--- config.mk ---
export PLATFORM = sky130hd
export DESIGN_NAME = lsu_top
export DESIGN_NICKNAME = d
export VERILOG_FILES = /design/src/lsu_pkg.sv /design/src/lsu_rsp_if.sv /design/src/lsu_op_if.sv /design/src/lsu_top.sv /design/src/lsu_result.sv /design/src/lsu_mem_access.sv /design/src/lsu_decode.sv
export SDC_FILE = /design/constraint.sdc
export NUM_CORES = 1
export LEC_CHECK = 0
export ABC_CLOCK_PERIOD_IN_PS = 3200
export BUFFER_PORTS_ARGS = -buffer_cell sky130_fd_sc_hd__buf_2
export CAP_MARGIN = 0
export CORE_MARGIN = 10
export CORE_UTILIZATION = 48
export CTS_CLUSTER_DIAMETER = 200
export DETAILED_ROUTE_END_ITERATION = 16
export PLACE_DENSITY = 0.8
export SYNTH_ARGS = -nofsm -noshare
export SYNTH_HDL_FRONTEND = slang
export SYNTH_SLANG_ARGS = --single-unit
--- constraint.sdc ---
create_clock -name clk -period 3.2 [get_ports clk]
set_input_delay 0.96 -clock clk [delete_from_list [all_inputs] [get_ports clk]]
set_output_delay 0.96 -clock clk [all_outputs]
set_load 0.02 [all_outputs]
--- src/lsu_pkg.sv ---
// Load/store unit shared definitions
`default_nettype none

package lsu_pkg;

  localparam int XLEN = 32;
  localparam int TAG_WIDTH = 5;
  localparam int STRB_WIDTH = XLEN / 8;
  localparam int OFF_WIDTH = $clog2(STRB_WIDTH);  // Byte offset within a word
  localparam int RESP_WIDTH = 2;

  localparam logic [RESP_WIDTH-1:0] BRESP_OKAY = 2'b00;

  typedef enum logic [2:0] {
    LB,
    LH,
    LW,
    LBU,
    LHU,
    SB,
    SH,
    SW
  } lsu_cmd_e;

  typedef enum logic [1:0] {
    FAULT_NONE,
    FAULT_MISALIGNED,
    FAULT_BUS
  } lsu_fault_e;

  // One memory word, seen as bytes or as halfwords
  typedef union packed {
    logic [STRB_WIDTH-1:0][7:0] bytes;
    logic [STRB_WIDTH/2-1:0][15:0] halves;
  } mem_word_u;

  function automatic logic is_store(lsu_cmd_e cmd);
    return cmd inside {SB, SH, SW};
  endfunction

endpackage

`default_nettype wire
--- src/lsu_rsp_if.sv ---
// Raw memory response channel
`default_nettype none

interface lsu_rsp_if
  import lsu_pkg::*;
();

  logic valid;
  logic ready;
  lsu_cmd_e cmd;
  logic [OFF_WIDTH-1:0] byte_off;
  logic [XLEN-1:0] rdata;
  logic [TAG_WIDTH-1:0] tag;
  lsu_fault_e fault;

  modport src(output valid, cmd, byte_off, rdata, tag, fault, input ready);
  modport dst(input valid, cmd, byte_off, rdata, tag, fault, output ready);

endinterface

`default_nettype wire

--- src/lsu_op_if.sv ---
// Decoded operation channel
`default_nettype none

interface lsu_op_if
  import lsu_pkg::*;
();

  logic valid;
  logic ready;
  lsu_cmd_e cmd;
  logic [XLEN-1:0] addr;
  logic [XLEN-1:0] wdata;
  logic [STRB_WIDTH-1:0] wstrb;
  logic [TAG_WIDTH-1:0] tag;
  logic misaligned;

  modport src(output valid, cmd, addr, wdata, wstrb, tag, misaligned, input ready);
  modport dst(input valid, cmd, addr, wdata, wstrb, tag, misaligned, output ready);

endinterface

`default_nettype wire

--- src/lsu_top.sv ---
// Load/store unit top level
`default_nettype none

module lsu_top
  import lsu_pkg::*;
(
  input  logic                  clk,
  input  logic                  rst,
  input  logic                  invalidate,

  // From dispatch
  input  logic                  req_valid,
  output logic                  req_ready,
  input  lsu_cmd_e              req_cmd,
  input  logic [XLEN-1:0]       req_base,
  input  logic [XLEN-1:0]       req_offset,
  input  logic [XLEN-1:0]       req_store_data,
  input  logic [TAG_WIDTH-1:0]  req_tag,

  // To write-back
  output logic                  wb_valid,
  input  logic                  wb_ready,
  output logic [XLEN-1:0]       wb_result,
  output logic [TAG_WIDTH-1:0]  wb_tag,
  output lsu_fault_e            wb_fault,

  // Memory port
  output logic                  awvalid,
  input  logic                  awready,
  output logic [XLEN-1:0]       awaddr,
  output logic                  wvalid,
  input  logic                  wready,
  output logic [XLEN-1:0]       wdata,
  output logic [STRB_WIDTH-1:0] wstrb,
  input  logic                  bvalid,
  output logic                  bready,
  input  logic [RESP_WIDTH-1:0] bresp,
  output logic                  arvalid,
  input  logic                  arready,
  output logic [XLEN-1:0]       araddr,
  input  logic                  rvalid,
  output logic                  rready,
  input  logic [XLEN-1:0]       rdata,
  input  logic [RESP_WIDTH-1:0] rresp
);

  lsu_op_if op_if ();
  lsu_rsp_if rsp_if ();

  lsu_decode i_decode (
    .clk, .rst, .invalidate,
    .req_valid, .req_ready, .req_cmd, .req_base, .req_offset,
    .req_store_data, .req_tag,
    .op(op_if.src)
  );

  lsu_mem_access i_mem_access (
    .clk, .rst,
    .op(op_if.dst),
    .rsp(rsp_if.src),
    .awvalid, .awready, .awaddr,
    .wvalid, .wready, .wdata, .wstrb,
    .bvalid, .bready, .bresp,
    .arvalid, .arready, .araddr,
    .rvalid, .rready, .rdata, .rresp
  );

  lsu_result i_result (
    .clk, .rst,
    .rsp(rsp_if.dst),
    .wb_valid, .wb_ready, .wb_result, .wb_tag, .wb_fault
  );

endmodule

`default_nettype wire

--- src/lsu_result.sv ---
// Load extraction and write-back register
`default_nettype none

module lsu_result
  import lsu_pkg::*;
(
  input  logic                 clk,
  input  logic                 rst,
  lsu_rsp_if.dst               rsp,
  output logic                 wb_valid,
  input  logic                 wb_ready,
  output logic [XLEN-1:0]      wb_result,
  output logic [TAG_WIDTH-1:0] wb_tag,
  output lsu_fault_e           wb_fault
);

  logic wb_valid_q;
  logic [XLEN-1:0] result_q;
  logic [TAG_WIDTH-1:0] tag_q;
  lsu_fault_e fault_q;

  mem_word_u word;
  logic [7:0] byte_v;
  logic [15:0] half_v;
  logic [XLEN-1:0] result;

  assign rsp.ready = !wb_valid_q || wb_ready;

  assign word = rsp.rdata;
  assign byte_v = word.bytes[rsp.byte_off];
  assign half_v = word.halves[rsp.byte_off[OFF_WIDTH-1]];  // Upper or lower half

  always_comb begin
    case (rsp.cmd)
      LB: result = XLEN'(signed'(byte_v));
      LBU: result = XLEN'(byte_v);
      LH: result = XLEN'(signed'(half_v));
      LHU: result = XLEN'(half_v);
      default: result = word;  // LW
    endcase
    if (is_store(rsp.cmd) || rsp.fault != FAULT_NONE) result = '0;
  end

  always_ff @(posedge clk) begin
    if (rst) begin
      wb_valid_q <= 1'b0;
    end else if (rsp.valid && rsp.ready) begin
      wb_valid_q <= 1'b1;
    end else if (wb_ready) begin
      wb_valid_q <= 1'b0;
    end
  end

  always_ff @(posedge clk) begin
    if (rsp.valid && rsp.ready) begin
      result_q <= result;
      tag_q <= rsp.tag;
      fault_q <= rsp.fault;
    end
  end

  assign wb_valid = wb_valid_q;
  assign wb_result = result_q;
  assign wb_tag = tag_q;
  assign wb_fault = fault_q;

  a_wb_hold: assert property (@(posedge clk) disable iff (rst)
    wb_valid && !wb_ready |=> wb_valid && $stable(wb_result) && $stable(wb_tag)
      && $stable(wb_fault));

endmodule

`default_nettype wire

--- src/lsu_mem_access.sv ---
// Single-beat memory access FSM
`default_nettype none

module lsu_mem_access
  import lsu_pkg::*;
(
  input  logic                  clk,
  input  logic                  rst,
  lsu_op_if.dst                 op,
  lsu_rsp_if.src                rsp,
  output logic                  awvalid,
  input  logic                  awready,
  output logic [XLEN-1:0]       awaddr,
  output logic                  wvalid,
  input  logic                  wready,
  output logic [XLEN-1:0]       wdata,
  output logic [STRB_WIDTH-1:0] wstrb,
  input  logic                  bvalid,
  output logic                  bready,
  input  logic [RESP_WIDTH-1:0] bresp,
  output logic                  arvalid,
  input  logic                  arready,
  output logic [XLEN-1:0]       araddr,
  input  logic                  rvalid,
  output logic                  rready,
  input  logic [XLEN-1:0]       rdata,
  input  logic [RESP_WIDTH-1:0] rresp
);

  typedef enum logic [1:0] {
    IDLE,
    LOAD,
    STORE,
    RESPOND
  } state_e;

  state_e state_q, state_d;
  logic arvalid_q, arvalid_d;
  logic rready_q, rready_d;
  logic awvalid_q, awvalid_d;
  logic wvalid_q, wvalid_d;
  logic bready_q, bready_d;
  logic [XLEN-1:0] rdata_q, rdata_d;
  lsu_fault_e fault_q, fault_d;
  logic [XLEN-1:0] addr_q, wdata_q;
  logic [STRB_WIDTH-1:0] wstrb_q;
  lsu_cmd_e cmd_q;
  logic [TAG_WIDTH-1:0] tag_q;
  logic [OFF_WIDTH-1:0] byte_off_q;

  logic op_ack;

  assign op.ready = state_q == IDLE;
  assign op_ack = op.valid && op.ready;

  always_comb begin
    state_d = state_q;
    arvalid_d = arvalid_q;
    rready_d = rready_q;
    awvalid_d = awvalid_q;
    wvalid_d = wvalid_q;
    bready_d = bready_q;
    rdata_d = rdata_q;
    fault_d = fault_q;

    case (state_q)
      IDLE: begin
        if (op.valid) begin
          if (op.misaligned) begin  // No bus traffic
            fault_d = FAULT_MISALIGNED;
            state_d = RESPOND;
          end else if (is_store(op.cmd)) begin
            awvalid_d = 1'b1;
            wvalid_d = 1'b1;
            bready_d = 1'b1;
            state_d = STORE;
          end else begin
            arvalid_d = 1'b1;
            rready_d = 1'b1;
            state_d = LOAD;
          end
        end
      end
      LOAD: begin
        if (arready) arvalid_d = 1'b0;
        if (rvalid) begin
          rready_d = 1'b0;
          rdata_d = rdata;
          fault_d = rresp == BRESP_OKAY ? FAULT_NONE : FAULT_BUS;
          state_d = RESPOND;
        end
      end
      STORE: begin
        if (awready) awvalid_d = 1'b0;
        if (wready) wvalid_d = 1'b0;
        if (bvalid) begin
          bready_d = 1'b0;
          fault_d = bresp == BRESP_OKAY ? FAULT_NONE : FAULT_BUS;
          state_d = RESPOND;
        end
      end
      RESPOND: if (rsp.ready) state_d = IDLE;
      default: state_d = IDLE;
    endcase
  end

  always_ff @(posedge clk) begin
    if (rst) begin
      state_q <= IDLE;
      arvalid_q <= 1'b0;
      rready_q <= 1'b0;
      awvalid_q <= 1'b0;
      wvalid_q <= 1'b0;
      bready_q <= 1'b0;
    end else begin
      state_q <= state_d;
      arvalid_q <= arvalid_d;
      rready_q <= rready_d;
      awvalid_q <= awvalid_d;
      wvalid_q <= wvalid_d;
      bready_q <= bready_d;
    end
  end

  always_ff @(posedge clk) begin
    rdata_q <= rdata_d;
    fault_q <= fault_d;
    if (op_ack) begin
      addr_q <= {op.addr[XLEN-1:OFF_WIDTH], OFF_WIDTH'(0)};  // Word aligned on the bus
      wdata_q <= op.wdata;
      wstrb_q <= op.wstrb;
      cmd_q <= op.cmd;
      tag_q <= op.tag;
      byte_off_q <= op.addr[OFF_WIDTH-1:0];
    end
  end

  assign awvalid = awvalid_q;
  assign awaddr = addr_q;
  assign wvalid = wvalid_q;
  assign wdata = wdata_q;
  assign wstrb = wstrb_q;
  assign bready = bready_q;
  assign arvalid = arvalid_q;
  assign araddr = addr_q;
  assign rready = rready_q;

  assign rsp.valid = state_q == RESPOND;
  assign rsp.cmd = cmd_q;
  assign rsp.byte_off = byte_off_q;
  assign rsp.rdata = rdata_q;
  assign rsp.tag = tag_q;
  assign rsp.fault = fault_q;

  a_ar_hold: assert property (@(posedge clk) disable iff (rst)
    arvalid && !arready |=> arvalid && $stable(araddr));
  a_aw_hold: assert property (@(posedge clk) disable iff (rst)
    awvalid && !awready |=> awvalid && $stable(awaddr));

endmodule

`default_nettype wire

--- src/lsu_decode.sv ---
// Address generation and store formatting
`default_nettype none

module lsu_decode
  import lsu_pkg::*;
(
  input  logic                 clk,
  input  logic                 rst,
  input  logic                 invalidate,
  input  logic                 req_valid,
  output logic                 req_ready,
  input  lsu_cmd_e             req_cmd,
  input  logic [XLEN-1:0]      req_base,
  input  logic [XLEN-1:0]      req_offset,
  input  logic [XLEN-1:0]      req_store_data,
  input  logic [TAG_WIDTH-1:0] req_tag,
  lsu_op_if.src                op
);

  logic valid_q;
  lsu_cmd_e cmd_q;
  logic [XLEN-1:0] addr_q, wdata_q;
  logic [STRB_WIDTH-1:0] wstrb_q;
  logic [TAG_WIDTH-1:0] tag_q;
  logic misaligned_q;

  logic req_ack;
  logic [XLEN-1:0] eff_addr, wdata;
  logic [STRB_WIDTH-1:0] wstrb;
  logic misaligned;

  assign req_ready = !valid_q || op.ready;  // Empty, or drained this cycle
  assign req_ack = req_valid && req_ready;
  assign eff_addr = req_base + req_offset;

  always_comb begin
    misaligned = 1'b0;
    wdata = req_store_data;
    case (req_cmd)
      LB, LBU, SB: begin
        wstrb = STRB_WIDTH'(1) << eff_addr[OFF_WIDTH-1:0];
        wdata = {(XLEN / 8){req_store_data[7:0]}};
      end
      LH, LHU, SH: begin
        misaligned = eff_addr[0];
        wstrb = STRB_WIDTH'(3) << {eff_addr[OFF_WIDTH-1], 1'b0};
        wdata = {(XLEN / 16){req_store_data[15:0]}};
      end
      default: begin  // LW, SW
        misaligned = eff_addr[OFF_WIDTH-1:0] != '0;
        wstrb = '1;
      end
    endcase
    if (!is_store(req_cmd)) wstrb = '0;  // Loads never write
  end

  always_ff @(posedge clk) begin
    if (rst) begin
      valid_q <= 1'b0;
    end else if (req_ack) begin
      valid_q <= 1'b1;  // A new request survives invalidate
    end else if (invalidate || op.ready) begin
      valid_q <= 1'b0;
    end
  end

  always_ff @(posedge clk) begin
    if (req_ack) begin
      cmd_q <= req_cmd;
      addr_q <= eff_addr;
      wdata_q <= wdata;
      wstrb_q <= wstrb;
      tag_q <= req_tag;
      misaligned_q <= misaligned;
    end
  end

  assign op.valid = valid_q;
  assign op.cmd = cmd_q;
  assign op.addr = addr_q;
  assign op.wdata = wdata_q;
  assign op.wstrb = wstrb_q;
  assign op.tag = tag_q;
  assign op.misaligned = misaligned_q;

endmodule

`default_nettype wire

After elaboration in Yosys (flattened, before gate mapping)
Index checks and enable logic that the tools add are counted.

Memory bits (writable): 0. Latch bits: 0. Output and inout bits: 146. Memory bits (read-only): 0. Register bits after elaboration: 235. Input bits: 150. Word-level logic and storage cells: 135. Memories kept: 0.

Eq/ne operators: 29. Muxes and demuxes: 42. $add $sub $neg: 1. Reduce and logical (&&, ||, !) cells: 34. Shift-type cells: 2. Div/mod/pow operators: 0. Multiply operators: 0. Bitwise operators: 0. Order comparisons: 2.

Operator list (count): $pmux 32 s4 (1); $pmux 32 s2 (1); $eq 3x3->1 const B (11); $add 32x32->32 (1); $mux 16 (2); $reduce_and 5->1 (6); $mux 2 (12); $ne 2x2->1 const B (10); $bmux 8 s2 (1); $mux 1 (15); $pmux 1 s2 (6); $reduce_bool 2->1 (6); $reduce_bool 3->1 (4); $mux 8 (1); $pmux 2 s4 (1); $pmux 4 s2 (1); $eq 3x1->1 const B (2); $eq 3x2->1 const B (2); $logic_not 2->1 (3); $logic_not 3->1 (2); $pmux 2 s3 (1); $reduce_or 3->1 (2); $eq 2x2->1 const B (2); $logic_or 1x1->1 (4); 10 further kinds (13).

Logic depth before layout (Yosys ltp)
Gate-level depths: netlist (run 1).

Word-level depth: 6. Depth in mapped cells: 9.

Modules after synthesis
Synthesis (run 1) repeated with hierarchy kept, for this count alone.

Cell total of the unflattened synthesis: 785. Area total of the unflattened synthesis: 10895.4 µm².

By module, submodules not included: lsu_decode (times used 1, cells each 393, area each 4580.6 µm²); lsu_mem_access (times used 1, cells each 207, area each 4092.7 µm²); lsu_result (times used 1, cells each 185, area each 2222.1 µm²).

Least setup slack after synthesis (run 1)
OpenSTA, ideal clock, no wires.

Kind: flip-flop to flip-flop. Start point: register i_mem_access.state_q[0]. End point: register i_decode.addr_q[0] (netlist: i_decode.op.addr[0]), enable pin. Buffers on the path: 0. Cell stages (with the launch flop): 5. Setup time: 444 ps. Data arrival time: 2790 ps. Path slack: -34 ps. Cell sequence: dfxtp_1 inv_1 ha_1 nand2b_1 and2_1.

Word-level cells in the longest chain between the ends: 3.

RTL lines: start, declared (RTL line lsu_mem_access.sv:37) `state_e state_q, state_d;`; start signal, assigned (RTL line lsu_mem_access.sv:116) `state_q <= state_d;`; $logic_not 2->1 (RTL line lsu_mem_access.sv:53) `assign op.ready = state_q == IDLE;`; $logic_or 1x1->1 (RTL line lsu_decode.sv:32) `assign req_ready = !valid_q || op.ready;`; net req_ready (RTL line lsu_top.sv:13) `output logic req_ready,`; $logic_and 1x1->1 (RTL line lsu_decode.sv:33) `assign req_ack = req_valid && req_ready;`; net i_decode.req_ack (RTL line lsu_decode.sv:27) `logic req_ack;`; end signal, assigned (RTL line lsu_decode.sv:70) `addr_q <= eff_addr;`; end, declared (RTL line lsu_decode.sv:22) `logic [XLEN-1:0] addr_q, wdata_q;`.

The timed path passes the listed nets, and every way through them passes these cells. A chain may end at the register's enable or synchronous reset.

Worst setup path after layout (run 1)
Start point: input req_base[6]. End point: register i_decode.addr_q[25] (netlist: i_decode.op.addr[25]), data pin.

Word-level cells in the longest chain between the ends: 1.

RTL lines: start, declared (RTL line lsu_top.sv:15) `input logic [XLEN-1:0] req_base,`; $add 32x32->32 (RTL line lsu_decode.sv:34) `assign eff_addr = req_base + req_offset;`; net i_decode.eff_addr[25] (RTL line lsu_decode.sv:28) `logic [XLEN-1:0] eff_addr, wdata;`.

The timed path passes the listed nets, and every way through them passes these cells.

==> results of run 1 <==
## registers in the layout (all words and copies together), names as in the netlist, 4 cells and up
name	flops
i_decode.op.addr	32
i_decode.op.tag	5
i_decode.op.wdata	32
i_decode.op.wstrb	4
i_mem_access.araddr	30
i_mem_access.rsp.rdata	32
i_mem_access.rsp.tag	5
i_mem_access.wdata	32
i_mem_access.wstrb	4
i_result.wb_result	32
i_result.wb_tag	5
## power by group through the flow
stage	Combinational (mW)	Sequential (mW)	Clock, mW
floorplan	1.12	4.32	0
global placement	1.83	4.16	0
detailed placement	1.87	4.17	0
CTS	1.87	4.11	2.90
global route	2.04	4.15	3.02
finish	1.86	4.11	2.84
## cells in the final DEF (no fill, tap or decap), types with 3 or more instances in the layout
| master | instances |
|---|---|
| o221a_2 | 8 |
| a21o_1 | 8 |
| buf_4 | 11 |
| a211oi_1 | 7 |
| ha_1 | 36 |
| a211o_1 | 5 |
| and3_1 | 5 |
| mux2i_1 | 17 |
| o221ai_1 | 3 |
| a221o_1 | 11 |
| dfxtp_1 | 9 |
| clkinv_2 | 4 |
| o31ai_1 | 7 |
| mux2_2 | 19 |
| bufinv_16 | 4 |
| nand4_1 | 5 |
| o21a_1 | 7 |
| a21oi_2 | 10 |
| o22ai_1 | 4 |
| nand2b_1 | 11 |
| o21bai_1 | 3 |
| nor2b_1 | 8 |
| o21ai_0 | 30 |
| buf_2 | 291 |
| inv_1 | 18 |
| nor2_1 | 76 |
| a31oi_1 | 3 |
| o21ai_1 | 8 |
| conb_1 | 4 |
| a21oi_1 | 74 |
| nand2_1 | 62 |
| xnor2_1 | 19 |
| edfxtp_1 | 226 |
| xor2_1 | 9 |
| and2_1 | 3 |
| clkinv_1 | 7 |
| clkbuf_16 | 24 |
| nor3_1 | 6 |
| nand3_1 | 7 |
| or2_2 | 5 |
## through the flow
step	area [µm²]	worst slack, ns	cells
CTS	13300	0.481	1408
floorplan	11000	0.297	838
global route	13300	0.254	1409
finish	13300	0.434	1409
detailed placement	12500	0.0166	1364
global placement	12500	0.134	1364
## path summary, 6_finish.rpt
kind,from,to,slack (ns),cells past startpoint
setup reg to reg,i_mem_access.rsp.cmd[0],i_result.wb_result[3],0.88,6
hold reg to reg,i_decode.op.addr[22],i_mem_access.araddr[22],0.41,0
setup / recovery,req_base[6],i_decode.op.addr[25],0.43,8
hold / removal,i_decode.op.addr[22],i_mem_access.araddr[22],0.41,0
## metal layers
| metal | track usage | up-vias | share of wire |
|---|---|---|---|
| met5 | 0 | - | 0.00096 |
| met4 | 0.0563 | 4 | 0.025 |
| met3 | 0.0435 | 50 | 0.080 |
| met2 | 0.319 | 337 | 0.50 |
| met1 | 0.220 | 3622 | 0.40 |
| li1 | - | 3654 | - |
## kinds of logic after synthesis
kind of cell,Yosys count
AND/OR/NAND/NOR,202
other,1
flip-flops,235
adder cells (fa/ha/maj),37
AO/OA/AOI/OAI,212
multiplexers,38
XOR/XNOR,28
buffers and inverters,82
## critical path, delay by kind of cell
kind	cells	cell delay [ns]
adders and majority gates	1	0.35
buffers and inverters	1	0.10
AOI/OAI and AO/OA	5	1.51
and+or+nand+nor	1	0.09
## final cells by class
class | instances | area, µm²
clock buffer | 26 | 608
multi-input combinational | 521 | 3520
timing repair buffer | 304 | 1580
clock inverter | 18 | 203
tap | 285 | 357
fill | 1817 | 9270
antenna | 1 | 2.50
sequential | 235 | 6970
inverter | 19 | 71.3
==> reports/metrics.csv, run 1 <==
stage,metric,value,unit
critical_path,slowest_stage,a2111oi_0,
placement,gp_congestion,0.904,
yosys,yosysSeqAreaShare,0.636,
power,p_seq_frac,0.467,
die,core_area,22600,µm²
sta,slew_viol_final,0,
yosys,ys_top_cells_by_area,"edfxtp_1 (62%), ha_1 (4.1%), a21oi_1 (3.4%)",
global_route,antenna_found_initial,3,
power,p_int,6.28,mW
yosys,synth.most_common_cell,edfxtp_1,
clock_network,cts.clk_slew.worst_paths,0.06,ns
global_route,grt_first_pass_wirelength,42.8,mm
sta,whs,0.411,ns
yosys,synth.distinct_cells,71,
yosys,syn_inst,835,
yosys,synth-async-reset-ratio,0,
yosys,yosys.area_share.adder,0.0430,
clock_network,cts_sinks,235,
yosys,synth_edf_count,226,
clock_network,numCtsBuffers,24,
power,finalPower,8.81,mW
critical_path,required,3.45,ns
power,leakage,5.30,nW
yosys,synth-seq-cells,235,
global_route,grt_overflow,0,
power,p_switching,2.53,mW
yosys,synth-compound-area-share,0.132,
power,p_comb_frac,0.211,
drt,drc,0,
power,peakVddDrop,0.396,mV
critical_path,cp_max_fo,5,
clock_network,cts-resized-gates,0,
sta,hold_viol,0,
critical_path,cp_cell_sequence,buf_2 > ha_1 > a21oi_1 > o21ai_0 > a221oi_1 > o21ai_1 > a2111oi_0 > nor2_1,
global_route,grt_max_degree,46,
critical_path,critPathMaxStageDelay,0.57,ns
yosys,synth_top_area_frac,0.620,
sta,setup_viol,0,
final_layout,drive_gt1_frac,0.354,
yosys,ys_warn_count,0,
yosys,synth_top_area_cell,edfxtp_1,
drt,via_count,7667,
job,maxCapViolations,0,
clock_network,clk_latency,0.51,ns
yosys,yosys.area_share.simple,0.0832,
drt,drt_iter0_drc,585,
drt,first_pass_iters,5,
drt,antenna_left,0,
yosys,synth_xor_area_frac,0.0224,
yosys,ys.flop_type,edfxtp_1,
clock_network,cts_hold_buf,0,
die,initial_utilization,0.485,
critical_path,critPathCaptureType,flop,
drt,via_per_inst,5.44,
drt,wl,28.2,mm
final_layout,finish.utilization,0.589,
clock_network,h-tree-depth,1,
power,p_sw_frac,0.287,
yosys,syn_area,10900,µm²
yosys,synthTopCellsByCount,"edfxtp_1 (226), nor2_1 (76), a21oi_1 (74), nand2_1 (62)",
yosys,synth_area_per_cell,13.1,µm²
die,die_area,29200,µm²
sta,setup-tns-final,0,ns
die,io_pins,296,
global_route,grt_pass1_vias,8020,
worst_hold_path,hold_path_class,flop to flop,
critical_path,cp-start-kind,primary input,
power,p_clk_frac,0.322,
sta,finalCriticalPeriod,2.77,ns
sta,period_share,0.865,
clock_network,cts_buffer_depth,3,
critical_path,setup.worst_path.class,primary input to flop,
outcome,outcome,completed,
sta,rsz0062_at_grt,no,
sta,slew_headroom,0.436,
drt,wl_per_cell,20.0,µm
sta,fin_worst_skew,0.00895,ns
final_layout,nets,1292,
clock_network,post_cts_buffers,0,
sta,fmax,0.361,GHz
sta,worst_pin_slew,0.823,ns
die,die_y,171,µm
placement,numPortBuffers,291,
global_route,grt_usage,0.184,
clock_network,clock-root-buffer,clkbuf_16,
placement,dp_hpwl,21.6,mm
final_layout,area.growth.synth_to_final,21.5,%
die,rows,55,
yosys,synth_mux_area_frac,0.0385,
critical_path,cp_data_arrival_time,3.01,ns
die,fp.dieW,171,µm
power,power_density,662,nW/µm²
clock_network,cts_tree,yes,
yosys,synth_top_family_by_area,compound AO/OA/AOI/OAI gates,
No activity file was read; power rests on OpenSTA's default activity.
==> inputs of run 2 (changes only) <==
- CORE_MARGIN: 10 -> 4
==> run 2 against run 1 <==
- routed wire length decreased by 6.2%
- cell area down 0.83%
- sequential share of layout area increased by 0.44 points
- non-clock buffer count fell by 3
- worst setup slack better by 0.14 ns
- die area shrank 14%
- flip-flop and latch count did not move
- clock skew down 0.0016 ns
==> reports/metrics.csv, run 2 (synthesized netlist as in run 1, its figures left out) <==
stage,metric,value,unit
drt,wl,26.4,mm
final_layout,multi_input_area,3520,µm²
final_layout,num-fill-cells,1769,
power,peakVddDrop,0.363,mV
power,p_sw_frac,0.290,
clock_network,clk_latency,0.50,ns
clock_network,post_cts_buffers,0,
clock_network,cts_tree,yes,
sta,rsz0062_at_grt,no,
outcome,outcome,completed,
clock_network,cts_buffer_depth,3,
sta,fin_worst_skew,0.00737,ns
die,io_pins,296,
global_route,antenna_found_initial,4,
critical_path,cp_data_arrival_time,1.66,ns
final_layout,finish.utilization,0.595,
clock_network,numCtsBuffers,25,
final_layout,seq_area,6970,µm²
placement,numPortBuffers,291,
clock_network,h-tree-depth,1,
sta,slew_headroom,0.396,
sta,setup-tns-final,0,ns
power,p_int,6.07,mW
sta,slew_viol_final,0,
final_layout,final_cell_mix,"buf_2 (291), edfxtp_1 (226), nor2_1 (76)",
sta,fmax,0.381,GHz
global_route,grt_overflow,0,
global_route,grt_max_degree,46,
final_layout,nets,1290,
critical_path,worst-path-stages,4,
placement,dp_hpwl,19.7,mm
critical_path,cp_cell_sequence,inv_1 > ha_1 > nand2b_1 > buf_2,
critical_path,setup.worst_path.class,flop to output port,
die,initial_utilization,0.494,
sta,period_share,0.820,
sta,whs,0.417,ns
drt,drc,0,
critical_path,required,2.24,ns
drt,via_count,7631,
critical_path,critPathMaxStageDelay,0.38,ns
power,leakage,5.24,nW
worst_hold_path,whs_path_depth,0,
placement,gp_congestion,0.871,
power,finalPower,8.55,mW
critical_path,cp-start-kind,flop,
sta,setup_viol,0,
sta,finalCriticalPeriod,2.62,ns
global_route,grt_first_pass_wirelength,41.3,mm
worst_hold_path,hold_path_class,flop to flop,
critical_path,critPathCaptureType,output port,
critical_path,crit_family,flip-flops,
drt,via_per_inst,5.45,
clock_network,cts.clk_slew.worst_paths,0.06,ns
sta,worst_pin_slew,0.881,ns
die,die_y,159,µm
job,maxCapViolations,0,
critical_path,slowest_stage,dfxtp_1,
final_layout,final_common_cell,buf_2,
drt,antenna_left,0,
clock_network,cts-resized-gates,0,
sta,hold_viol,0,
final_layout,drive_gt1_frac,0.348,
power,p_comb_frac,0.216,
clock_network,cts_hold_buf,0,
critical_path,reg2reg_depth,6,
final_layout,area.growth.synth_to_final,20.5,%
die,rows,54,
die,fp.dieW,159,µm
global_route,grt_pass1_vias,7611,
power,p_clk_frac,0.304,
drt,first_pass_iters,5,
critical_path,cp_max_fo,7,
power,p_switching,2.48,mW
die,core_area,22200,µm²
drt,drt_iter0_drc,446,
critical_path,cp.buffers_inverters,2,
power,p_seq_frac,0.481,
power,power_density,648,nW/µm²
clock_network,clock-root-buffer,clkbuf_16,
drt,wl_per_cell,18.9,µm
die,die_area,25300,µm²
global_route,grt_usage,0.200,
clock_network,cts_sinks,235,
==> run 2: metal layers <==
layer	routed length, µm	share of wire	global-route usage	up-vias
li1	-	-	-	3646
met1	10900	0.41	0.263	3607
met3	1800	0.068	0.0360	44
met2	13200	0.50	0.347	330
met4	555	0.021	0.0501	4
met5	27	0.0010	0	-
==> run 2: path summary, 6_finish.rpt <==
path / startpoint / to / slack (ns)
worst max-delay path: i_mem_access.state_q[0] / req_ready / 0.58
worst min-delay path: i_decode.op.addr[11] / i_mem_access.araddr[11] / 0.42
worst min register to register: i_decode.op.addr[11] / i_mem_access.araddr[11] / 0.42
worst max register to register: i_mem_access.rsp.cmd[0] / i_result.wb_result[0] / 0.74
==> run 2: power by group through the flow <==
stage               logic [mW]  registers [mW]  clock network [mW]
finish                    1.84            4.11                2.60
global route              2.02            4.14                2.80
CTS                       1.85            4.11                2.67
detailed placement        1.84            4.17                   0
global placement          1.81            4.16                   0
floorplan                 1.12            4.32                   0
==> run 2: final cells by class <==
cell class                 count  share of cell area
multi-input combinational    521               0.267
antenna                        2            0.000379
inverter                      19             0.00540
tap                          280              0.0266
clock buffer                  30              0.0488
clock inverter                12             0.00626
timing repair buffer         301               0.118
sequential                   235               0.528
==> run 2: stage by stage <==
stage | cell area [µm²] | setup WS [ns] | cells
floorplan | 11000 | 0.297 | 838
global placement | 12500 | 0.156 | 1356
detailed placement | 12500 | 0.0851 | 1356
CTS | 13200 | 0.561 | 1398
global route | 13200 | 0.449 | 1399
finish | 13200 | 0.575 | 1400
==> run 2: worst reg2reg max path: stages (launching register included) <==
cell	delay, ns
edfxtp_1	0.56
nand2b_1	0.19
and2_0	0.64
o21ai_1	0.44
nor2_1	0.19
o21ai_0	0.09
a21oi_1	0.18
==> inputs of run 3 (changes only) <==
- ABC_AREA: unset -> 1
- ABC_CLOCK_PERIOD_IN_PS: 3200 -> 2610
- CORE_UTILIZATION: 48 -> 54
- PLACE_DENSITY: 0.8 -> 0.84
- clock period: 3.2 -> 2.61 ns (I/O delays scaled with it)
==> run 3 against run 2 <==
- register-to-register slack worse by 0.21 ns
- non-clock buffer count is 3 higher
- sequential power is 25% higher
- clock power is 14% higher
- via count is 19% higher
- sequential share of layout area is 2.3 points lower
- flip-flop and latch count stayed put
- critical path depth is 1 higher
- cell count is 26% higher
- clock skew is 0.0079 ns higher
- first-iteration DRC count is 46% higher
- worst hold slack worse by 0.0020 ns
==> reports/metrics.csv, run 3 <==
stage,metric,value,unit
drt,drc,0,
sta,slew_viol_final,0,
power,finalPower,10.8,mW
power,power_density,779,nW/µm²
global_route,grt_max_degree,79,
yosys,synth.most_common_cell,nand2_1,
sta,worst_pin_slew,0.830,ns
final_layout,final_common_cell,nand2_1,
critical_path,slowest_stage,dfxtp_1,
sta,setup_viol,0,
critical_path,r2r_end,i_result.wb_result[11],
sta,period_share,0.936,
yosys,syn_inst,1195,
yosys,syn_area,11500,µm²
placement,numPortBuffers,291,
die,die_y,154,µm
clock_network,post_cts_buffers,0,
critical_path,reg2reg_from,i_mem_access.rsp.cmd[1],
critical_path,reg2reg_depth,6,
drt,via_count,9117,
critical_path,rrSetupSlack,0.53,ns
die,fp.dieW,154,µm
sta,slew_headroom,0.447,
global_route,grt_usage,0.220,
final_layout,finish.utilization,0.659,
critical_path,cp_cell_sequence,inv_1 > ha_1 > inv_1 > nand2_2 > buf_2,
yosys,synth_area_per_cell,9.62,µm²
yosys,synth-seq-cells,235,
clock_network,numCtsBuffers,22,
worst_hold_path,holdPathEnd,i_mem_access.wdata[9],
global_route,grt_overflow,0,
critical_path,cp-start-kind,flop,
final_layout,final_cell_mix,"nand2_1 (351), buf_2 (291), edfxtp_1 (226)",
critical_path,cp.buffers_inverters,3,
final_layout,drive_gt1_frac,0.235,
yosys,synth_top_area_frac,0.590,
yosys,yosysSeqAreaShare,0.606,
drt,antenna_left,0,
critical_path,cp_data_arrival_time,1.66,ns
yosys,synth-async-reset-ratio,0,
critical_path,required,1.83,ns
worst_hold_path,hold_path_class,flop to flop,
yosys,synth_top_area_cell,edfxtp_1,
yosys,ys.flop_type,edfxtp_1,
worst_hold_path,whs_path_depth,0,
placement,dp_hpwl,20.8,mm
drt,wl_per_cell,15.4,µm
die,core_area,21000,µm²
sta,hold_viol,0,
die,die_area,23700,µm²
global_route,grt_pass1_vias,8714,
power,leakage,6.62,nW
critical_path,critPathMostFrequentCell,inv_1,
die,io_pins,296,
drt,drt_iter0_drc,652,
yosys,synth_edf_count,226,
drt,first_pass_iters,6,
clock_network,cts-resized-gates,0,
critical_path,critPathCaptureType,output port,
placement,dpl-instance-area,13100,µm²
clock_network,cts_hold_buf,0,
die,rows,53,
worst_hold_path,holdCritStartpoint,i_decode.op.wdata[9],
die,initial_utilization,0.549,
critical_path,crit_family,buffers and inverters,
job,maxCapViolations,0,
clock_network,clock-root-buffer,clkbuf_16,
placement,gp_congestion,0.913,
final_layout,fin_cells,1765,
outcome,outcome,completed,
global_route,grt_first_pass_wirelength,42.6,mm
final_layout,area.growth.synth_to_final,20.0,%
yosys,synth.distinct_cells,39,
clock_network,cts_sinks,235,
final_layout,fin_area,13800,µm²
yosys,ys_warn_count,0,
placement,dp_cells,1725,
critical_path,critPathMaxStageDelay,0.34,ns
final_layout,nets,1661,
yosys,synthTopCellsByCount,"nand2_1 (353), edfxtp_1 (226), inv_1 (197), nor2_1 (77), o21ai_0 (70)",
clock_network,cts_buffer_depth,3,
global_route,antenna_found_initial,3,
power,peakVddDrop,0.432,mV
drt,via_per_inst,5.17,
sta,finalCriticalPeriod,2.44,ns
clock_network,cts_tree,yes,
drt,wl,27.2,mm
yosys,ys_top_cells_by_area,"edfxtp_1 (59%), nand2_1 (12%), inv_1 (6.4%)",
clock_network,cts.clk_slew.worst_paths,0.06,ns
sta,fmax,0.409,GHz
sta,fin_worst_skew,0.0153,ns
clock_network,clk_latency,0.49,ns
critical_path,cp_max_fo,9,
critical_path,setup.worst_path.class,flop to output port,
sta,setup-tns-final,0,ns
clock_network,h-tree-depth,1,
sta,rsz0062_at_grt,no,
-- run 3: cell types whose count changed in the layout (fill, tap and decap cells not counted), sizes merged, moves of 18 or more --
cell   previous run  this run
mux2             20         0
a21oi            84        66
mux2i            18         0
inv              18       198
o21ai            39        83
nand3             7        32
nand2            62       355
-- run 3: cell families after synthesis --
family | synth area share
simple gates | 0.165
fa+ha+maj | 0.0409
xor+xnor | 0.0114
compound gates | 0.0813
flops | 0.606
buf+inv | 0.0952
other cells | 0.000326
-- run 3: layout make-up --
class	count	area, µm²
inverters	202	766
fillers	1642	7160
flip-flops and latches	235	6970
diodes	3	7.51
well taps	275	344
clock buffers	27	591
clock inverters	10	70.1
repair buffers	304	1590
multi-input cells	709	3460
-- run 3: worst max-delay path by stage --
stage	endpoint	slack, ns	from	depth (start not counted)
finish	req_ready	0.17	i_mem_access.state_q[0]	5
global route	req_ready	0.05	i_mem_access.state_q[0]	5
CTS	req_ready	0.16	i_mem_access.state_q[0]	5
detailed placement	i_decode.op.addr[28]	0.06	req_base[0]	12
global placement	i_decode.op.addr[28]	0.11	req_base[0]	12
floorplan	i_decode.op.valid	0.02	i_mem_access.state_q[0]	8
-- run 3: report_power, final --
group / internal (mW) / switching, mW / leakage, nW
Combinational: 0.829 / 1.84 / 4.09
Sequential: 4.91 / 0.221 / 2.20
Clock: 1.69 / 1.26 / 0.320
-- run 3: per-stage QoR --
step	hold slack, ns	setup slack, ns
after floorplan	0.400	0.0166
after global placement	0.401	0.110
after detailed placement	0.405	0.0584
after CTS	0.416	0.162
after global routing	0.422	0.0470
final	0.415	0.166
-- run 3: routing by layer --
metal  wire length (µm)  GRT usage
met1              10300      0.281
met2              13600      0.381
met3               2300     0.0310
met4                961     0.0875
met5                  0          0
